==> src/common/vid_defs.svh <==
`ifndef VID_DEFS_SVH
`define VID_DEFS_SVH

// ########################################
// Address map
// ########################################
`define VID_RAM_START      16'h0000
`define VID_SPR0_START     16'hA000
`define VID_SPR1_START     16'hA400
`define VID_TILEMAP_START  16'hC000
`define VID_FB_START       16'hE000
`define VID_IO_START       16'hF000

`define VID_SPR0_X         16'hFFE0
`define VID_SPR0_Y         16'hFFE1
`define VID_SPR1_X         16'hFFE2
`define VID_SPR1_Y         16'hFFE3
`define VID_SCALE_REG      16'hFFFC
`define VID_HSCROLL_REG    16'hFFFD
`define VID_VSCROLL_REG    16'hFFFE
`define VID_PS2_REG        16'hFFFF

// ########################################
// Region sizes and video geometry
// ########################################
`define VID_RAM_WORDS      32768
`define VID_SPR_WORDS      1024
`define VID_TILEMAP_WORDS  8192
`define VID_FB_WORDS       4096

`define VID_SPR_SIZE       32
`define VID_TILE_SIZE      8
`define VID_FB_ROW_TILES   128 // Two tile numbers share one framebuffer word.
`define VID_TRANSPARENT    16'hF000

`endif

==> src/common/vid_pkg.sv <==
`default_nettype none

package vid_pkg;

    typedef logic [15:0] bus_addr_t;
    typedef logic [15:0] bus_data_t;
    typedef logic [9:0]  coord_t;
    typedef logic [11:0] rgb_t;

    // One CPU write, broadcast to every block.
    typedef struct packed {
        logic      en;
        bus_addr_t addr;
        bus_data_t data;
    } cpu_wr_t;

    // Screen coordinate after scale and scroll.
    typedef struct packed {
        coord_t x;
        coord_t y;
    } view_coord_t;

    // Bottom-right corner of a sprite window.
    typedef struct packed {
        bus_data_t x;
        bus_data_t y;
    } sprite_pos_t;

    // Candidate pixel from one sprite layer.
    typedef struct packed {
        logic      valid;
        bus_data_t colour;
    } layer_pix_t;

endpackage

`default_nettype wire

==> src/design/video_regs.sv <==
`timescale 1ns/100ps
`default_nettype none
`include "vid_defs.svh"

module video_regs (
    input  wire                     clk,
    input  wire                     rst,
    input  wire vid_pkg::cpu_wr_t   wr,
    input  wire vid_pkg::bus_addr_t rd_addr,
    input  wire vid_pkg::coord_t    pixel_x,
    input  wire vid_pkg::coord_t    pixel_y,
    output vid_pkg::bus_data_t      reg_rdata,
    output vid_pkg::view_coord_t    view,
    output vid_pkg::sprite_pos_t    spr0_pos,
    output vid_pkg::sprite_pos_t    spr1_pos
);

    import vid_pkg::*;

    bus_data_t scale;
    bus_data_t hscroll;
    bus_data_t vscroll;
    bus_data_t x_scaled;
    bus_data_t y_scaled;
    bus_data_t x_view;
    bus_data_t y_view;

    always_ff @(posedge clk) begin
        if (rst) begin
            scale    <= '0;
            hscroll  <= '0;
            vscroll  <= '0;
            spr0_pos <= '0; // Position 0 keeps the sprite off screen.
            spr1_pos <= '0;
        end else if (wr.en) begin
            case (wr.addr)
                `VID_SPR0_X:      spr0_pos.x <= wr.data;
                `VID_SPR0_Y:      spr0_pos.y <= wr.data;
                `VID_SPR1_X:      spr1_pos.x <= wr.data;
                `VID_SPR1_Y:      spr1_pos.y <= wr.data;
                `VID_SCALE_REG:   scale      <= wr.data;
                `VID_HSCROLL_REG: hscroll    <= wr.data;
                `VID_VSCROLL_REG: vscroll    <= wr.data;
                default: ;
            endcase
        end
    end

    // Sprite positions are write-only from the CPU side.
    always_ff @(posedge clk) begin
        case (rd_addr)
            `VID_SCALE_REG:   reg_rdata <= scale;
            `VID_HSCROLL_REG: reg_rdata <= hscroll;
            `VID_VSCROLL_REG: reg_rdata <= vscroll;
            default:          reg_rdata <= '0;
        endcase
    end

    // ########################################
    // View coordinate transform
    // ########################################
    assign x_scaled = {6'b0, pixel_x} >> scale;
    assign y_scaled = {6'b0, pixel_y} >> scale;
    assign x_view   = x_scaled + hscroll;
    assign y_view   = y_scaled + vscroll;

    assign view = '{x: x_view[9:0], y: y_view[9:0]}; // Wraps at 1024.

endmodule

`default_nettype wire

==> config.mk <==
export PLATFORM = sky130hd
export DESIGN_NAME = video_regs
export DESIGN_NICKNAME = d
export VERILOG_FILES = /design/src/common/vid_pkg.sv /design/src/design/video_regs.sv
export VERILOG_INCLUDE_DIRS = /design/src /design/src/common
export SDC_FILE = /design/constraint.sdc
export NUM_CORES = 1
export LEC_CHECK = 0
export BUFFER_PORTS_ARGS = -buffer_cell sky130_fd_sc_hd__buf_2
export CAP_MARGIN = 25
export CORE_MARGIN = 8
export CORE_UTILIZATION = 47
export CTS_CLUSTER_DIAMETER = 60
export CTS_CLUSTER_SIZE = 30
export DETAILED_ROUTE_END_ITERATION = 10
export MAX_ROUTING_LAYER = met4
export PLACE_DENSITY = 0.77
export SYNTH_ARGS = -nofsm -noshare
export SYNTH_HDL_FRONTEND = slang
export SYNTH_SLANG_ARGS = --single-unit
==> constraint.sdc <==
create_clock -name clk -period 3 [get_ports clk]
set_clock_uncertainty 0.05 [all_clocks]
set_input_delay 0.3 -clock clk [delete_from_list [all_inputs] [get_ports clk]]
set_output_delay 0.3 -clock clk [all_outputs]
set_load 0.005 [all_outputs]
**Word level (Yosys, flattened, before mapping)**

Cells that the tools add are included.

- Flip-flop bits (word level): 128
- Bits of input ports: 71
- Output and inout port bits: 100
- Logic and storage cells: 30

- $add $sub $neg: 2
- Equality and inequality tests: 10
- Shifts and indexed selects: 2
- Muxes and demuxes: 1
- Reduce and logical (&&, ||, !) cells: 7

Operator list:

| cell | number |
|---|---|
| $eq 16x16->1 const B | 10 |
| $pmux 16 s3 | 1 |
| $shr 10x16->10 | 2 |
| $add 10x10->10 | 2 |
| $reduce_and 2->1 | 7 |

**Longest topological paths before layout**

Gate-level depths: netlist of the first run.

- Depth after elaboration: 2
- Depth in mapped cells: 13
- Gate-level depth less buffers: 12

**Worst setup path after synthesis of the first run**

Ideal clock, no wire load.

- Path kind: register -> output
- Start: reg scale[0]
- End: out view[18] (netlist name)
- Arrival time: 3024 ps
- Data required time: 2650 ps
- Setup slack: -374 ps
- Stages on the path, launching flop included: 14
- Buffers on the path: 2
- Cells stage by stage: dfxtp_1 -> clkbuf_1 -> clkbuf_1 -> nand2_1 -> a31oi_1 -> o22ai_1 -> and2_1 -> ha_1 -> fa_1 -> a21o_1 -> a211oi_1 -> nor2b_1 -> o41ai_1 -> xnor2_1

RTL lines:

| item | line | RTL |
|---|---|---|
| start: declaration | video_regs.sv:20 | `bus_data_t scale;` |
| start signal: assignment | video_regs.sv:41 | `` `VID_SCALE_REG: scale <= wr.data; `` |
| end: declaration | video_regs.sv:13 | `output vid_pkg::view_coord_t view,` |

==> flow_summary.yaml, run 1 <==
floorplanning:
  die_w_um: 130
  ios: 171
  placementRows: 42
  core_mm2: 0.0130
  die-area_mm2: 0.0170
  die_h_um: 130
  initial_core_util: 0.472
finish:
  antenna_cells: 0
  nets: 985
  layout_commonest_cell: "nor2_1"
  final_cell_area_mm2: 0.00848
  area_delta_synth_final_pct: 37.9
  drive_above_1_share: 0.371
  stdcell_count: 1082
  layout_common_cells: "nor2_1 (171), buf_2 (169), mux2i_1 (139)"
power_and_ir_drop:
  power.density_mw_per_mm2: 469
  power_switching_share: 0.229
  p_comb_frac: 0.068
  clkPwrFrac: 0.506
  power.switching_mw: 0.914
  p_leak_nw: 4.20
  power_mw: 3.98
  p_seq_frac: 0.426
  ir_drop_mv: 0.447
  p_int_mw: 3.07
global_routing:
  grt_max_degree: 62
  grt_pass1_wl_mm: 28.5
  grt_antenna_before_repair: 0
  grt_util_all_layers: 0.222
  grt_pass1_vias: 5666
  grt_overflow: 0
synthesis:
  synthArstFlopShare: 0
  syn_area_mm2: 0.00615
  ys_seq_area_frac: 0.416
  synthesis.nets: 752
  synth_ff_type: "dfxtp_1"
  synthCells: 661
  ys.warnings.count: 0
  syn_avg_cell_area_um2: 9.31
  synth_edf_count: 0
  yosys.cell_types.count: 46
  ys_seq_elements: 128
sta:
  fmax_mhz: 271
  period_minus_slack_ps: 3680
  slew_viol_final: 0
  period_share: 1.23
  worstMarginPinSlew_ps: 768
  max_slew_margin: 0.484
  fin_ws_ps: -684
  final-hold-violation-count: 0
  rsz0062_at_grt: "true"
  finalSetupViolCount: 15
worst_hold_path:
  hp-class: "in2reg"
  whs_path_depth: 3
route:
  drtAntennaViolNets: 0
  wl_per_cell_um: 16.8
  routed_wl_mm: 18.2
  vias_per_cell: 5.19
  drtPass1Iterations: 4
  vias: 5615
  remaining_drc_errors: 0
  initialDrtViolationCount: 238
setup_path:
  critPathLaunchType: "register"
  crit_family: "compound AO/OA/AOI/OAI gates"
  endpoint_kind: "primary output"
  slowest_delay_ps: 380
  path_cells: "buf_4 > mux2_2 > o21ai_2 > o22ai_1 > and2_1 > ha_2 > fa_2 > a21o_1 > a211oi_2 > nor2b_1 > o41ai_2 > xnor2_1 > buf_2"
  cp_max_fo: 5
  path_buf_inv: 2
  slowest_stage: "dfxtp_4"
  critPathRequiredTime_ps: 2650
  cp.depth: 13
  worst_r2r_path_depth: 5
  crit_type: "reg2out"
  arrival_ps: 3330
cts:
  cts_sinks: 128
  clk_pin_slew_worst_paths_ps: 60
  cts-root-buf: "clkbuf_16"
  htree_num_levels: 4
  cts.hold.buffers_added: 0
  cts_tree: "done"
  clk_latency_ps: 420
  cts_buffer_depth: 2
  cts_buffers: 17
placed_design:
  portBuffers: 170
  place_ws_ps: -292
  dp.cells: 1045
  post_dp_cell_area_mm2: 0.00768
  gp_congestion: 0.867
  dp_hpwl_mm: 13.1
status:
  violations: "setup timing"
  status: "finished, violations left"
job:
  cap_violations: 0
==> worst paths after layout <==
check         startpoint             to  slack, ps
max             scale[1]        view[8]       -680
min               wr[13]   spr0_pos[29]        190
max reg2reg     scale[0]   reg_rdata[0]       1860
min reg2reg  hscroll[10]  reg_rdata[10]        440
==> metal layers <==
layer,up-vias,GRT usage,share of wire
li1,2758,-,-
met1,2665,0.263,0.44
met2,174,0.360,0.47
met3,18,0.0653,0.079
met4,0,0.0621,0.0097
met5,-,-,0
==> registers in the layout, indices dropped and copies added, names as in the netlist <==
register   flops
spr0_pos      32
spr1_pos      32
reg_rdata     16
scale         16
vscroll       16
hscroll       16
==> power by group through the flow <==
stage	Clock (mW)	Sequential (mW)	Combinational, mW
after CTS	2.04	1.70	0.264
final	2.01	1.70	0.271
after global placement	0	1.74	0.251
after detailed placement	0	1.74	0.253
after floorplan	0	1.74	0.114
after global routing	2.12	1.70	0.294
==> cells by family (layout without fill, tap and decap cells) <==
family | Yosys count | after routing | share of synthesized area
simple gates | 234 | 234 | 0.166
mux | 152 | 152 | 0.252
flops | 128 | 128 | 0.416
compound gates | 70 | 70 | 0.0712
buf+inv | 43 | 288 | 0.0307
fa+ha+maj | 20 | 20 | 0.0431
xor+xnor | 14 | 14 | 0.0199
==> stage by stage <==
step            util  hold WS, ps  TNS (ps)
2_1_floorplan      -          394     -2.12
3_3_place_gp   0.589          417     -1440
3_5_place_dp   0.589          428     -1620
4_1_cts        0.643          173     -5890
5_1_grt        0.651          199     -9060
6_report       0.651          188     -6330
==> final cells by class <==
type,instances,area (um2)
multi-input cells,490,3590
flip-flops and latches,128,2570
inverters,4,15.0
well taps,176,220
clock buffers,20,447
fillers,1069,4550
clock inverters,11,133
repair buffers,253,1510
==> synthesized netlist by cell type, types with 2 or more instances <==
library cell,count,area share
nor2_1,174,0.11
mux2i_1,144,0.23
dfxtp_1,128,0.42
clkbuf_1,25,0.015
a21oi_1,24,0.020
ha_1,18,0.037
nand2_1,12,0.0073
buf_2,10,0.0081
o21ai_0,10,0.0081
xnor2_1,10,0.014
a211oi_1,8,0.0098
nor2b_1,7,0.0071
a31oi_1,6,0.0061
mux2_2,6,0.011
nor3_1,6,0.0049
nand4_1,5,0.0051
nor4_1,5,0.0051
a21o_1,4,0.0049
and2_1,4,0.0041
nand3_1,4,0.0033
o21a_1,4,0.0049
o22ai_1,4,0.0041
xor2_1,4,0.0057
inv_1,3,0.0018
a211o_1,2,0.0028
a21boi_0,2,0.0024
buf_4,2,0.0024
fa_1,2,0.0065
mux4_2,2,0.0073
nand2b_1,2,0.0020
nand3_2,2,0.0033
nand3b_1,2,0.0024
o21ba_2,2,0.0033
o31ai_1,2,0.0024
o41ai_1,2,0.0028
or2_2,2,0.0020
or3_1,2,0.0020
or3b_2,2,0.0028
==> worst min-delay path: cells and delay by family <==
family / cells / cell delay, ps
buffers and inverters: 1 / 170
muxes: 1 / 90
and+or+nand+nor: 1 / 70
==> repair_timing <==
item	CTS	global route
buffers inserted	4	1
setup endpoints to repair	16	16
pin swaps	6	21
resized for setup	24	17
cloned	0	1
Note: power is estimated with default switching activity, not from simulation.
==> run 2: changes to the inputs <==
CELL_PAD_IN_SITES_DETAIL_PLACEMENT = 2   (was unset)
CELL_PAD_IN_SITES_GLOBAL_PLACEMENT = 2   (was unset)
CORE_UTILIZATION = 28   (was 47)
==> flow_summary.yaml, run 2 (synthesis results as in run 1) <==
global_routing:
  grt_util_all_layers: 0.182
  grt_overflow: 0
  grt_pass1_wl_mm: 37.1
  grt_max_degree: 62
  grt_antenna_before_repair: 1
  grt_pass1_vias: 6749
sta:
  finalSetupViolCount: 16
  period_share: 1.26
  final-hold-violation-count: 0
  fin_tns_setup_ps: -7570
  worstMarginPinSlew_ps: 689
  fmax_mhz: 264
  fin_ws_ps: -781
  rsz0062_at_grt: "true"
  period_minus_slack_ps: 3780
  max_slew_margin: 0.540
  slew_viol_final: 0
route:
  vias: 5899
  routed_wl_mm: 24.4
  drtAntennaViolNets: 0
  wl_per_cell_um: 20.3
  remaining_drc_errors: 0
  vias_per_cell: 4.91
  drtPass1Iterations: 4
  initialDrtViolationCount: 142
finish:
  drive_above_1_share: 0.397
  reg.largest.list: "spr0_pos (32), spr1_pos (32)"
  stdcell_count: 1201
  regArea_mm2: 0.00257
  multi_input_area_mm2: 0.00370
  final_cell_area_mm2: 0.00888
  layout_commonest_cell: "buf_2"
  fillers: 2397
  area_delta_synth_final_pct: 44.3
  layout_common_cells: "buf_2 (169), nor2_1 (166), mux2i_1 (138)"
  nets: 1001
worst_hold_path:
  min_from: "wr[10]"
  hp-class: "in2reg"
  whs_path_depth: 3
placed_design:
  post_dp_cell_area_mm2: 0.00791
  gp_congestion: 0.860
  portBuffers: 170
  dp_hpwl_mm: 17.8
  dp.cells: 1159
setup_path:
  path_cells: "clkbuf_16 > buf_6 > a211o_1 > a31oi_1 > o22ai_1 > and2_1 > ha_2 > fa_2 > a21o_1 > a211oi_2 > nor2b_2 > o41ai_2 > xnor2_1 > buf_2"
  critPathLaunchType: "register"
  slowest_delay_ps: 370
  critPathLaunch: "scale[1]"
  endpoint_kind: "primary output"
  crit_type: "reg2out"
  worst_r2r_path_depth: 5
  slowest_stage: "fa_2"
  arrival_ps: 3430
  timing.rr.start: "scale[0]"
  critPathRequiredTime_ps: 2650
  cp_max_fo: 5
floorplanning:
  die-area_mm2: 0.0270
  die_w_um: 164
  ios: 171
  core_mm2: 0.0217
  initial_core_util: 0.284
  placementRows: 54
  die_h_um: 164
job:
  cap_violations: 0
cts:
  cts_buffer_depth: 2
  htree_num_levels: 4
  cts-root-buf: "clkbuf_16"
  clk_pin_slew_worst_paths_ps: 50
  cts_buffers: 17
  cts.hold.buffers_added: 0
  clk_latency_ps: 410
  cts_tree: "done"
  cts_sinks: 128
power_and_ir_drop:
  power.switching_mw: 0.891
  p_seq_frac: 0.417
  p_comb_frac: 0.073
  p_int_mw: 3.19
  p_leak_nw: 4.31
  power_switching_share: 0.218
  ir_drop_mv: 0.320
  clkPwrFrac: 0.510
  power.density_mw_per_mm2: 459
status:
  status: "finished, violations left"
  violations: "setup timing"
run 2: cell count changes in the layout (fill, tap and decap cells not counted), moves of 3 or more:
cell      before  now
buf_6          1    6
nor2_4         0    4
clkinv_4       4    0
ha_4           2    5
ha_1          14   11
nor2_1       171  166
buf_4         81   91
run 2: final cells by class:
| class | instances | area share |
|---|---|---|
| Multi-Input combinational cell | 490 | 0.416 |
| Sequential cell | 128 | 0.289 |
| Timing Repair Buffer | 269 | 0.187 |
| Clock buffer | 23 | 0.0538 |
| Tap cell | 280 | 0.0395 |
| Clock inverter | 6 | 0.0121 |
| Inverter | 4 | 0.00169 |
| Antenna cell | 1 | 0.000282 |
run 2: critical path: cells and delay by family, from the launching register on:
family / cells / cell delay [ps]
buffers and inverters: 3 / 390
adder cells (fa/ha/maj): 2 / 560
AO/OA/AOI/OAI: 6 / 1300
AND/OR/NAND/NOR: 2 / 230
flip-flops: 1 / 360
XOR/XNOR: 1 / 160
run 2: timing repair:
| item | in CTS | in global routing |
|---|---|---|
| endpoints found under the hold margin | 0 | 0 |
| cloned | 0 | 1 |
| buffers inserted | 3 | 10 |
| pin swaps | 3 | 18 |
| resized for setup | 29 | 39 |
| setup endpoints to repair | 17 | 16 |
run 2: per-stage QoR:
step | utilization | total power, mW | hold slack, ps | worst slack [ps]
after floorplan | - | 1.85 | 394 | -2.12
after global placement | 0.365 | 2.00 | 417 | -243
after detailed placement | 0.365 | 2.01 | 434 | -441
after CTS | 0.398 | 4.11 | 183 | -736
after global routing | 0.409 | 4.22 | 222 | -945
final | 0.409 | 4.08 | 199 | -781
run 2: power by group through the flow:
stage	registers [mW]	logic [mW]	clock network, mW
2_1_floorplan	1.74	0.114	0
3_3_place_gp	1.74	0.266	0
3_5_place_dp	1.74	0.273	0
4_1_cts	1.70	0.287	2.12
5_1_grt	1.70	0.324	2.20
6_report	1.70	0.298	2.08
run 2: path summary, 6_finish.rpt:
kind | to | slack (ps)
max | view[8] | -780
min | spr0_pos[10] | 200
max reg2reg | reg_rdata[0] | 1750
min reg2reg | spr1_pos[29] | 440
run 2: routing by layer:
metal | GRT usage | up-vias | share of wire
li1 | - | 2791 | -
met1 | 0.205 | 2929 | 0.42
met2 | 0.308 | 145 | 0.50
met3 | 0.0511 | 34 | 0.060
met4 | 0.0591 | 0 | 0.019
met5 | - | - | 0
