File: src/common/vid_defs.svh
`ifndef VID_DEFS_SVH
`define VID_DEFS_SVH

// ########################################
// Address map
// ########################################
`define VID_RAM_START      16'h0000
`define VID_SPR0_START     16'hA000
`define VID_SPR1_START     16'hA400
`define VID_TILEMAP_START  16'hC000
`define VID_FB_START       16'hE000
`define VID_IO_START       16'hF000

`define VID_SPR0_X         16'hFFE0
`define VID_SPR0_Y         16'hFFE1
`define VID_SPR1_X         16'hFFE2
`define VID_SPR1_Y         16'hFFE3
`define VID_SCALE_REG      16'hFFFC
`define VID_HSCROLL_REG    16'hFFFD
`define VID_VSCROLL_REG    16'hFFFE
`define VID_PS2_REG        16'hFFFF

// ########################################
// Region sizes and video geometry
// ########################################
`define VID_RAM_WORDS      32768
`define VID_SPR_WORDS      1024
`define VID_TILEMAP_WORDS  8192
`define VID_FB_WORDS       4096

`define VID_SPR_SIZE       32
`define VID_TILE_SIZE      8
`define VID_FB_ROW_TILES   128 // Two tile numbers share one framebuffer word.
`define VID_TRANSPARENT    16'hF000

`endif

File: src/common/vid_pkg.sv
`default_nettype none

package vid_pkg;

    typedef logic [15:0] bus_addr_t;
    typedef logic [15:0] bus_data_t;
    typedef logic [9:0]  coord_t;
    typedef logic [11:0] rgb_t;

    // One CPU write, broadcast to every block.
    typedef struct packed {
        logic      en;
        bus_addr_t addr;
        bus_data_t data;
    } cpu_wr_t;

    // Screen coordinate after scale and scroll.
    typedef struct packed {
        coord_t x;
        coord_t y;
    } view_coord_t;

    // Bottom-right corner of a sprite window.
    typedef struct packed {
        bus_data_t x;
        bus_data_t y;
    } sprite_pos_t;

    // Candidate pixel from one sprite layer.
    typedef struct packed {
        logic      valid;
        bus_data_t colour;
    } layer_pix_t;

endpackage

`default_nettype wire

File: src/video/pixel_compositor.sv
`timescale 1ns/100ps
`default_nettype none

module pixel_compositor (
    input  wire                      clk,
    input  wire                      rst,
    input  wire vid_pkg::layer_pix_t spr0_pix,
    input  wire vid_pkg::layer_pix_t spr1_pix,
    input  wire vid_pkg::bus_data_t  bg_word,
    output vid_pkg::rgb_t            pixel
);

    import vid_pkg::*;

    bus_data_t chosen;

    // Sprite 1 sits on top, the background at the bottom.
    always_comb begin
        if (spr1_pix.valid) begin
            chosen = spr1_pix.colour;
        end else if (spr0_pix.valid) begin
            chosen = spr0_pix.colour;
        end else begin
            chosen = bg_word;
        end
    end

    always_ff @(posedge clk) begin
        if (rst) begin
            pixel <= '0;
        end else begin
            pixel <= chosen[11:0]; // Colour sits in the low 12 bits.
        end
    end

endmodule

`default_nettype wire

File: config.mk
export PLATFORM = sky130hd
export DESIGN_NAME = pixel_compositor
export DESIGN_NICKNAME = d
export VERILOG_FILES = /design/src/common/vid_defs.svh /design/src/common/vid_pkg.sv /design/src/video/pixel_compositor.sv
export SDC_FILE = /design/constraint.sdc
export NUM_CORES = 1
export LEC_CHECK = 0
export BUFFER_PORTS_ARGS = -buffer_cell sky130_fd_sc_hd__buf_2
export CAP_MARGIN = 20
export CORE_ASPECT_RATIO = 0.9
export CORE_MARGIN = 1.5
export CORE_UTILIZATION = 36
export DETAILED_ROUTE_END_ITERATION = 10
export PLACE_DENSITY = 0.86
export SLEW_MARGIN = 20
export SYNTH_ARGS = -nofsm -noshare
export SYNTH_HDL_FRONTEND = slang
export SYNTH_SLANG_ARGS = --single-unit
File: constraint.sdc
create_clock -name clk -period 1.5 [get_ports clk]
set_input_delay 0 -clock clk [delete_from_list [all_inputs] [get_ports clk]]
set_output_delay 0 -clock clk [all_outputs]
set_load 0.005 [all_outputs]
Yosys cells after proc, flatten, opt, wreduce, memory -nomap -nowiden --
Index checks and enable logic that the tools add are counted.
Word-level totals: flip-flop bits (word level) 12, input bits 52, output and inout bits 12
Cells by class: mux-type cells 2
Operator list (number):
- 12-bit two-way mux | 2

Logic depth before layout (Yosys ltp) --
Gate-level depths: netlist of the first run.
depth in word-level cells 2, mapped depth 3, gate-level depth less buffers 2

Least setup slack after synthesis of the first run --
No wires, ideal clock.
path type input port to flip-flop, from input rst, to register pixel[0], arrival time 0.455 ns, setup slack 0.899 ns, cell stages on the path 2, path through buf_1 > a211oi_2
RTL lines:
- start, declared | line pixel_compositor.sv:6 | input wire rst,
- end signal, assigned | line pixel_compositor.sv:32 | pixel <= chosen[11:0];
- end, declared | line pixel_compositor.sv:10 | output vid_pkg::rgb_t pixel
No word-level cell between the ends.

Worst setup path in the final report of the first run --
from register pixel[7], to output pixel[7]
No word-level cell between the ends.

==> results.sh, run 1 <==
export IMPL_p_total_uw=703
export IMPL_path_max_fanout=1
export IMPL_first_pass_iters=1
export IMPL_endpoint_kind="output pin"
export IMPL_clk_pin_slew_ps=80
export IMPL_layout_min_cycle_time_ps=693
export IMPL_hold_start="spr1_pix[9]"
export IMPL_drv_slew=0
export IMPL_die_area_um2=1930
export IMPL_nFillCells=144
export IMPL_routed_wl_um=1460
export IMPL_syn_to_final_growth_pct=46.7
export IMPL_grt_pass1_wl_um=2260
export IMPL_synthFlopType="dfxtp_1"
export IMPL_die_y_um=41.8
export IMPL_via_count=565
export IMPL_yosysTopAreaCell="dfxtp_1"
export IMPL_cts_buffers=3
export IMPL_cpPeakStageDelay_ps=310
export IMPL_cts_tree="done"
export IMPL_syn_inst=53
export IMPL_slowest_stage="dfxtp_1"
export IMPL_synth_seq_cells=12
export IMPL_die_width_um=46.1
export IMPL_final_setup_tns_ps=0
export IMPL_path_class="reg2out"
export IMPL_cp_top_family="flip-flops"
export IMPL_powerDensity_nw_per_um2=794
export IMPL_synthTopCellsByArea="dfxtp_1, a211oi_2, mux2i_1"
export IMPL_clockRootBuffer="clkbuf_4"
export IMPL_synth_edf_count=0
export IMPL_drive_gt1_frac=0.621
export IMPL_maxSlewHeadroom=0.642
export IMPL_port_buffers=51
export IMPL_ctsResizeCount=0
export IMPL_io_pins=64
export IMPL_avgSynthCellArea_um2=11.4
export IMPL_clock_path_buffers=2
export IMPL_drtIter0Drc=0
export IMPL_top_register="pixel"
export IMPL_syn_nets=105
export IMPL_ir_drop_uv=360
export IMPL_worstMarginPinSlew_ps=537
export IMPL_core_area_um2=1510
export IMPL_gp_congestion=0.616
export IMPL_seq_area_frac_synth=0.398
export IMPL_nNetsFinal=157
export IMPL_synth_common_cells="dfxtp_1, mux2i_1, nor2b_1"
export IMPL_crit_buf_inv=1
export IMPL_postLayoutCoreUtil=0.585
export IMPL_hold_path_class="in2reg"
export IMPL_first_global_vias=563
export IMPL_hold_viol_final=0
export IMPL_worstPathCellList="buf_2"
export IMPL_synth_distinct_cells=10
export IMPL_ys_warn_count=0
export IMPL_routedWlPerCell_um=11.7
export IMPL_startpoint_type="flip-flop"
export IMPL_ant_nets=0
export IMPL_clock_sinks=12
export IMPL_grtUsageTotal=0.162
export IMPL_power_leakage_uw=0.000451
export IMPL_worstPathRequired_ps=1500
export IMPL_holdBufCountCts=0
export IMPL_grt_ovfl_total=0
export IMPL_largest_registers="pixel (12)"
export IMPL_start_util=0.399
export IMPL_grt_max_degree=14
export IMPL_status="finished clean"
export IMPL_setup_violations=0
export IMPL_finalCritPeriodShare=0.462
export IMPL_cts_htree_levels=1
export IMPL_rsz0062_at_grt="no"
export IMPL_max_freq_ghz=1.44
export IMPL_critPathLaunch="pixel[7]$_SDFF_PP0_"
export IMPL_synth_async_reset_ratio=0
export IMPL_largest_reg_flops=12
export IMPL_post_cts_buffers=0
export IMPL_via_per_inst=4.52
export IMPL_rows=13
export IMPL_yosys_area_top_type_share=0.398
export IMPL_arrival_ps=690
export IMPL_drc=0
export IMPL_cap_violations=0
export IMPL_dp_hpwl_um=1150
export IMPL_fin_hold_ws_ps=36.6
export IMPL_diodes=0
export IMPL_antenna_found_initial=0
export IMPL_synth_area_um2=603
-- tightest hold or removal path, stage by stage --
cell      delay (ps)
buf_2            100
nor2b_1          100
a211oi_1          50
-- routing by layer --
metal  up-vias  share of wire  track usage
met5         -              0            0
met4         0         0.0096       0.0686
met3         2          0.068       0.0609
met2        29           0.51        0.297
met1       244           0.41        0.151
li1        290              -            -
-- placed cells by master (no fill, tap or decap), drive strengths merged --
master,netlist,final
buf,3,51
mux2i,12,12
nor2b,12,12
dfxtp,12,12
a211oi,12,12
clkbuf,1,3
inv,1,1
-- logic make-up (layout without fill, tap and decap cells) --
logic type / after synthesis / after routing / synth area share
AOI/OAI and AO/OA: 12 / 12 / 0.232
muxes: 12 / 12 / 0.199
DFF: 12 / 12 / 0.398
and+or+nand+nor: 12 / 12 / 0.124
buffers and inverters: 5 / 55 / 0.0456
-- power breakdown --
group	internal, µW	switching (µW)	leakage (µW)
Combinational	89.2	71.9	0.000337
Clock	92.6	101	0.0000138
Sequential	342	5.09	0.000100
-- final cells by class --
class	count	area (µm²)	share of cell area
Multi-Input combinational cell	36	335	0.379
Timing Repair Buffer	51	255	0.289
Sequential cell	12	240	0.272
Tap cell	22	27.5	0.0311
Clock buffer	3	22.5	0.0255
Inverter	1	3.75	0.00424
-- stage by stage --
step                area [µm²]  setup WS, ps  std cells
floorplan                  603           899         53
global placement           862           613        122
detailed placement         862           611        122
CTS                        885           793        125
global route               885           766        125
finish                     885           807        125
-- path summary, 6_finish.rpt --
check / end / slack, ps / cells past startpoint
worst max-delay path: pixel[7] / 810 / 1
worst min-delay path: pixel[9]$_SDFF_PP0_ / 40 / 3
Note: power is estimated with default switching activity, not from simulation.
==> inputs of run 2 (changes only) <==
--- a/config.mk
+++ b/config.mk
@@ -9,9 +9,9 @@
 export CAP_MARGIN = 20
 export CORE_ASPECT_RATIO = 0.9
 export CORE_MARGIN = 1.5
-export CORE_UTILIZATION = 36
+export CORE_UTILIZATION = 33
 export DETAILED_ROUTE_END_ITERATION = 10
-export PLACE_DENSITY = 0.86
+export PLACE_DENSITY = 0.8
 export SLEW_MARGIN = 20
 export SYNTH_ARGS = -nofsm -noshare
 export SYNTH_HDL_FRONTEND = slang
==> constraint.sdc (replaced) <==
create_clock -name clk -period 0.8 [get_ports clk]
set_input_delay 0 -clock clk [delete_from_list [all_inputs] [get_ports clk]]
set_output_delay 0 -clock clk [all_outputs]
set_load 0.005 [all_outputs]
==> results.sh, run 2 (synthesis results as in run 1) <==
export IMPL_endpoint_kind="output pin"
export IMPL_crit_buf_inv=1
export IMPL_first_global_vias=601
export IMPL_path_max_fanout=1
export IMPL_ctsResizeCount=0
export IMPL_grtUsageTotal=0.167
export IMPL_core_area_um2=1700
export IMPL_die_area_um2=2090
export IMPL_largest_reg_flops=12
export IMPL_die_width_um=48.1
export IMPL_worstPathCellList="buf_2"
export IMPL_gr_usage_met2=0.288
export IMPL_cap_violations=0
export IMPL_finalCritPeriodShare=0.865
export IMPL_drtIter0Drc=1
export IMPL_cts_htree_levels=1
export IMPL_cpPeakStageDelay_ps=320
export IMPL_drv_slew=0
export IMPL_top_register="pixel"
export IMPL_crit_end="pixel[9]"
export IMPL_routedWlPerCell_um=11.1
export IMPL_top_usage_layer="met2"
export IMPL_post_cts_buffers=0
export IMPL_grt_max_degree=13
export IMPL_p_total_uw=1450
export IMPL_layout_commonest_cell="buf_2"
export IMPL_maxSlewHeadroom=0.780
export IMPL_finish_instance_area_um2=943
export IMPL_path_class="reg2out"
export IMPL_gp_congestion=0.661
export IMPL_first_pass_iters=3
export IMPL_routed_wl_um=1460
export IMPL_status="finished clean"
export IMPL_rsz0062_at_grt="no"
export IMPL_place_area_um2=907
export IMPL_startpoint_type="flip-flop"
export IMPL_cp_depth=1
export IMPL_ir_drop_uv=838
export IMPL_largest_registers="pixel (12)"
export IMPL_holdBufCountCts=0
export IMPL_powerDensity_nw_per_um2=1540
export IMPL_hold_viol_final=0
export IMPL_via_count=597
export IMPL_drc=0
export IMPL_slowest_stage="dfxtp_1"
export IMPL_antenna_found_initial=0
export IMPL_start_util=0.355
export IMPL_hold_path_class="in2reg"
export IMPL_critPathLaunch="pixel[9]$_SDFF_PP0_"
export IMPL_via_per_inst=4.52
export IMPL_grt_pass1_wl_um=2440
export IMPL_diodes=0
export IMPL_drive_gt1_frac=0.639
export IMPL_max_freq_ghz=1.44
export IMPL_clock_path_buffers=2
export IMPL_clockRootBuffer="clkbuf_4"
export IMPL_layout_common_cells="buf_2, mux2i_1, nor2b_1, dfxtp_1, a211oi_2"
export IMPL_final_setup_tns_ps=0
export IMPL_port_buffers=51
export IMPL_grt_ovfl_total=0
export IMPL_cts_buffers=3
export IMPL_clk_pin_slew_ps=80
export IMPL_arrival_ps=690
export IMPL_layout_min_cycle_time_ps=692
export IMPL_nNetsFinal=161
export IMPL_dp_hpwl_um=1180
export IMPL_setup_violations=0
export IMPL_cts_tree="done"
export IMPL_rows=14
export IMPL_worstPathRequired_ps=800
export IMPL_syn_to_final_growth_pct=56.4
export IMPL_use_met3=0.0625
export IMPL_clock_sinks=12
export IMPL_ant_nets=0
export IMPL_use_met1=0.193
export IMPL_cp_top_family="flip-flops"
export IMPL_worstMarginPinSlew_ps=331
export IMPL_die_y_um=43.6
export IMPL_power_leakage_uw=0.000482
export IMPL_io_pins=64
[run 2: routing by layer]
layer / vias to the layer above / part of all wire
li1: 300 / -
met2: 33 / 0.51
met4: 0 / 0.0041
met1: 262 / 0.41
met5: - / 0
met3: 2 / 0.077
[run 2: worst min-delay path by stage]
stage / start / endpoint / slack, ps / cells past startpoint
after detailed placement: spr1_pix[10] / pixel[10]$_SDFF_PP0_ / 330 / 3
after CTS: spr1_pix[10] / pixel[10]$_SDFF_PP0_ / 40 / 3
after floorplan: rst / pixel[10]$_SDFF_PP0_ / 70 / 1
after global placement: spr1_pix[10] / pixel[10]$_SDFF_PP0_ / 310 / 3
final: spr1_pix[7] / pixel[7]$_SDFF_PP0_ / 50 / 3
after global routing: spr1_pix[1] / pixel[1]$_SDFF_PP0_ / 30 / 3
[run 2: worst min-delay path, stage by stage]
cell and delay [ps]:
buf_2 100, nor2b_1 120, a211oi_2 50
[run 2: power breakdown]
part / internal (µW) / switching [µW]
logic: 187 / 139
clock network: 276 / 196
registers: 642 / 9.30
[run 2: final cells by class]
class,count,area (µm²)
Clock buffer,4,36.3
Fill cell,166,756
Inverter,1,3.75
Multi-Input combinational cell,36,335
Sequential cell,12,240
Tap cell,24,30.0
Timing Repair Buffer,55,298
[run 2: metrics by stage]
stage,setup WS (ps),util,hold WS [ps],instances
2_1_floorplan,199,-,72.8,53
3_3_place_gp,101,0.534,307,128
3_5_place_dp,62.5,0.534,332,128
4_1_cts,86.6,0.555,42.5,132
5_1_grt,59.2,0.555,33.2,132
6_report,108,0.555,51.7,132
==> inputs of run 3 (changes only) <==
--- a/config.mk
+++ b/config.mk
@@ -5,13 +5,15 @@
 export SDC_FILE = /design/constraint.sdc
 export NUM_CORES = 1
 export LEC_CHECK = 0
-export BUFFER_PORTS_ARGS = -buffer_cell sky130_fd_sc_hd__buf_2
+export BUFFER_PORTS_ARGS = -buffer_cell sky130_fd_sc_hd__buf_4
 export CAP_MARGIN = 20
 export CORE_ASPECT_RATIO = 0.9
 export CORE_MARGIN = 1.5
 export CORE_UTILIZATION = 33
 export DETAILED_ROUTE_END_ITERATION = 10
+export GPL_ROUTABILITY_DRIVEN = 0
 export PLACE_DENSITY = 0.8
+export RECOVER_POWER = 25
 export SLEW_MARGIN = 20
 export SYNTH_ARGS = -nofsm -noshare
 export SYNTH_HDL_FRONTEND = slang
==> results.sh, run 3 (synthesis results as in run 1) <==
export IMPL_status="finished clean"
export IMPL_worstMarginPinSlew_ps=430
export IMPL_top_register="pixel"
export IMPL_multi_input_area_um2=305
export IMPL_powerDensity_nw_per_um2=1380
export IMPL_clock_path_buffers=2
export IMPL_nNetsFinal=158
export IMPL_setup_violations=0
export IMPL_largest_reg_flops=12
export IMPL_slowest_stage="dfxtp_1"
export IMPL_via_per_inst=4.52
export IMPL_die_y_um=43.6
export IMPL_place_inst=125
export IMPL_critPathLaunch="pixel[9]$_SDFF_PP0_"
export IMPL_place_area_um2=1000
export IMPL_layout_common_cells="buf_4, mux2i_1, nor2b_1, dfxtp_1, a211oi_1"
export IMPL_fin_ws_ps=105
export IMPL_drtIter0Drc=2
export IMPL_routed_wl_um=1420
export IMPL_clockRootBuffer="clkbuf_4"
export IMPL_finalCritPeriodShare=0.868
export IMPL_drc=0
export IMPL_grt_max_degree=13
export IMPL_hold_path_class="in2reg"
export IMPL_cap_violations=0
export IMPL_dp_slack_ps=-27.0
export IMPL_seqCellArea_um2=240
export IMPL_cts_tree="done"
export IMPL_dp_hpwl_um=1100
export IMPL_start_util=0.355
export IMPL_crit_buf_inv=1
export IMPL_ir_drop_uv=676
export IMPL_hold_viol_final=0
export IMPL_arrival_ps=690
export IMPL_clock_sinks=12
export IMPL_worstPathRequired_ps=800
export IMPL_ant_nets=0
export IMPL_drive_gt1_frac=0.567
export IMPL_finish_instance_area_um2=992
export IMPL_diodes=0
export IMPL_drv_slew=0
export IMPL_fin_cells=128
export IMPL_rows=14
export IMPL_layout_commonest_cell="buf_4"
export IMPL_first_pass_iters=2
export IMPL_hold_start="rst"
export IMPL_post_cts_buffers=0
export IMPL_routedWlPerCell_um=11.1
export IMPL_antenna_found_initial=0
export IMPL_endpoint_kind="output pin"
export IMPL_first_global_vias=562
export IMPL_cp_top_family="flip-flops"
export IMPL_via_count=578
export IMPL_ctsResizeCount=0
export IMPL_port_buffers=51
export IMPL_die_area_um2=2090
export IMPL_power_leakage_uw=0.000489
export IMPL_core_area_um2=1700
export IMPL_layout_min_cycle_time_ps=695
export IMPL_cts_htree_levels=1
export IMPL_clk_pin_slew_ps=70
export IMPL_max_freq_ghz=1.44
export IMPL_cts_buffers=3
export IMPL_syn_to_final_growth_pct=64.5
export IMPL_grt_ovfl_total=0
export IMPL_path_class="reg2out"
export IMPL_cpPeakStageDelay_ps=310
export IMPL_io_pins=64
export IMPL_path_max_fanout=1
export IMPL_grtUsageTotal=0.150
export IMPL_startpoint_type="flip-flop"
export IMPL_final_setup_tns_ps=0
export IMPL_nFillCells=164
export IMPL_worstPathCellList="buf_4"
export IMPL_largest_registers="pixel (12)"
export IMPL_grt_pass1_wl_um=2210
export IMPL_rsz0062_at_grt="no"
export IMPL_die_width_um=48.1
export IMPL_maxSlewHeadroom=0.713
export IMPL_holdBufCountCts=0
-- run 3: cell types whose count changed in the layout (fill, tap and decap cells not counted) --
cell      before  now
a211oi_1       2    8
a211oi_2      10    4
buf_12         1    0
buf_2         51    0
buf_4          3   52
clkbuf_8       1    0
-- run 3: worst paths after layout --
kind              endpoint  slack, ps  depth (start not counted)
max               pixel[9]        110                          1
min   pixel[11]$_SDFF_PP0_         10                          2
-- run 3: cell type report --
class	count	share of cell area
Timing Repair Buffer	52	0.393
Multi-Input combinational cell	36	0.308
Sequential cell	12	0.242
Tap cell	24	0.0303
Clock buffer	3	0.0227
Inverter	1	0.00378
-- run 3: metal layers --
metal  track usage  share of wire  vias up
li1              -              -      292
met1         0.185           0.42      251
met2         0.232           0.46       35
met3        0.0917           0.11        0
met4        0.0162              0        0
met5             0              0        -
-- run 3: power breakdown --
group          internal, µW  switching (µW)  total (µW)
Clock                   174             180         354
Combinational           238             123         361
Sequential              642            11.4         654
Total                  1050             314        1370
-- run 3: stage by stage --
stage / hold WS [ps] / util / power, µW
after floorplan: 72.8 / - / 821
after global placement: 310 / 0.588 / 1050
after detailed placement: 311 / 0.588 / 1050
after CTS: 27.0 / 0.602 / 1410
after global routing: 14.0 / 0.584 / 1450
final: 10.1 / 0.584 / 1370
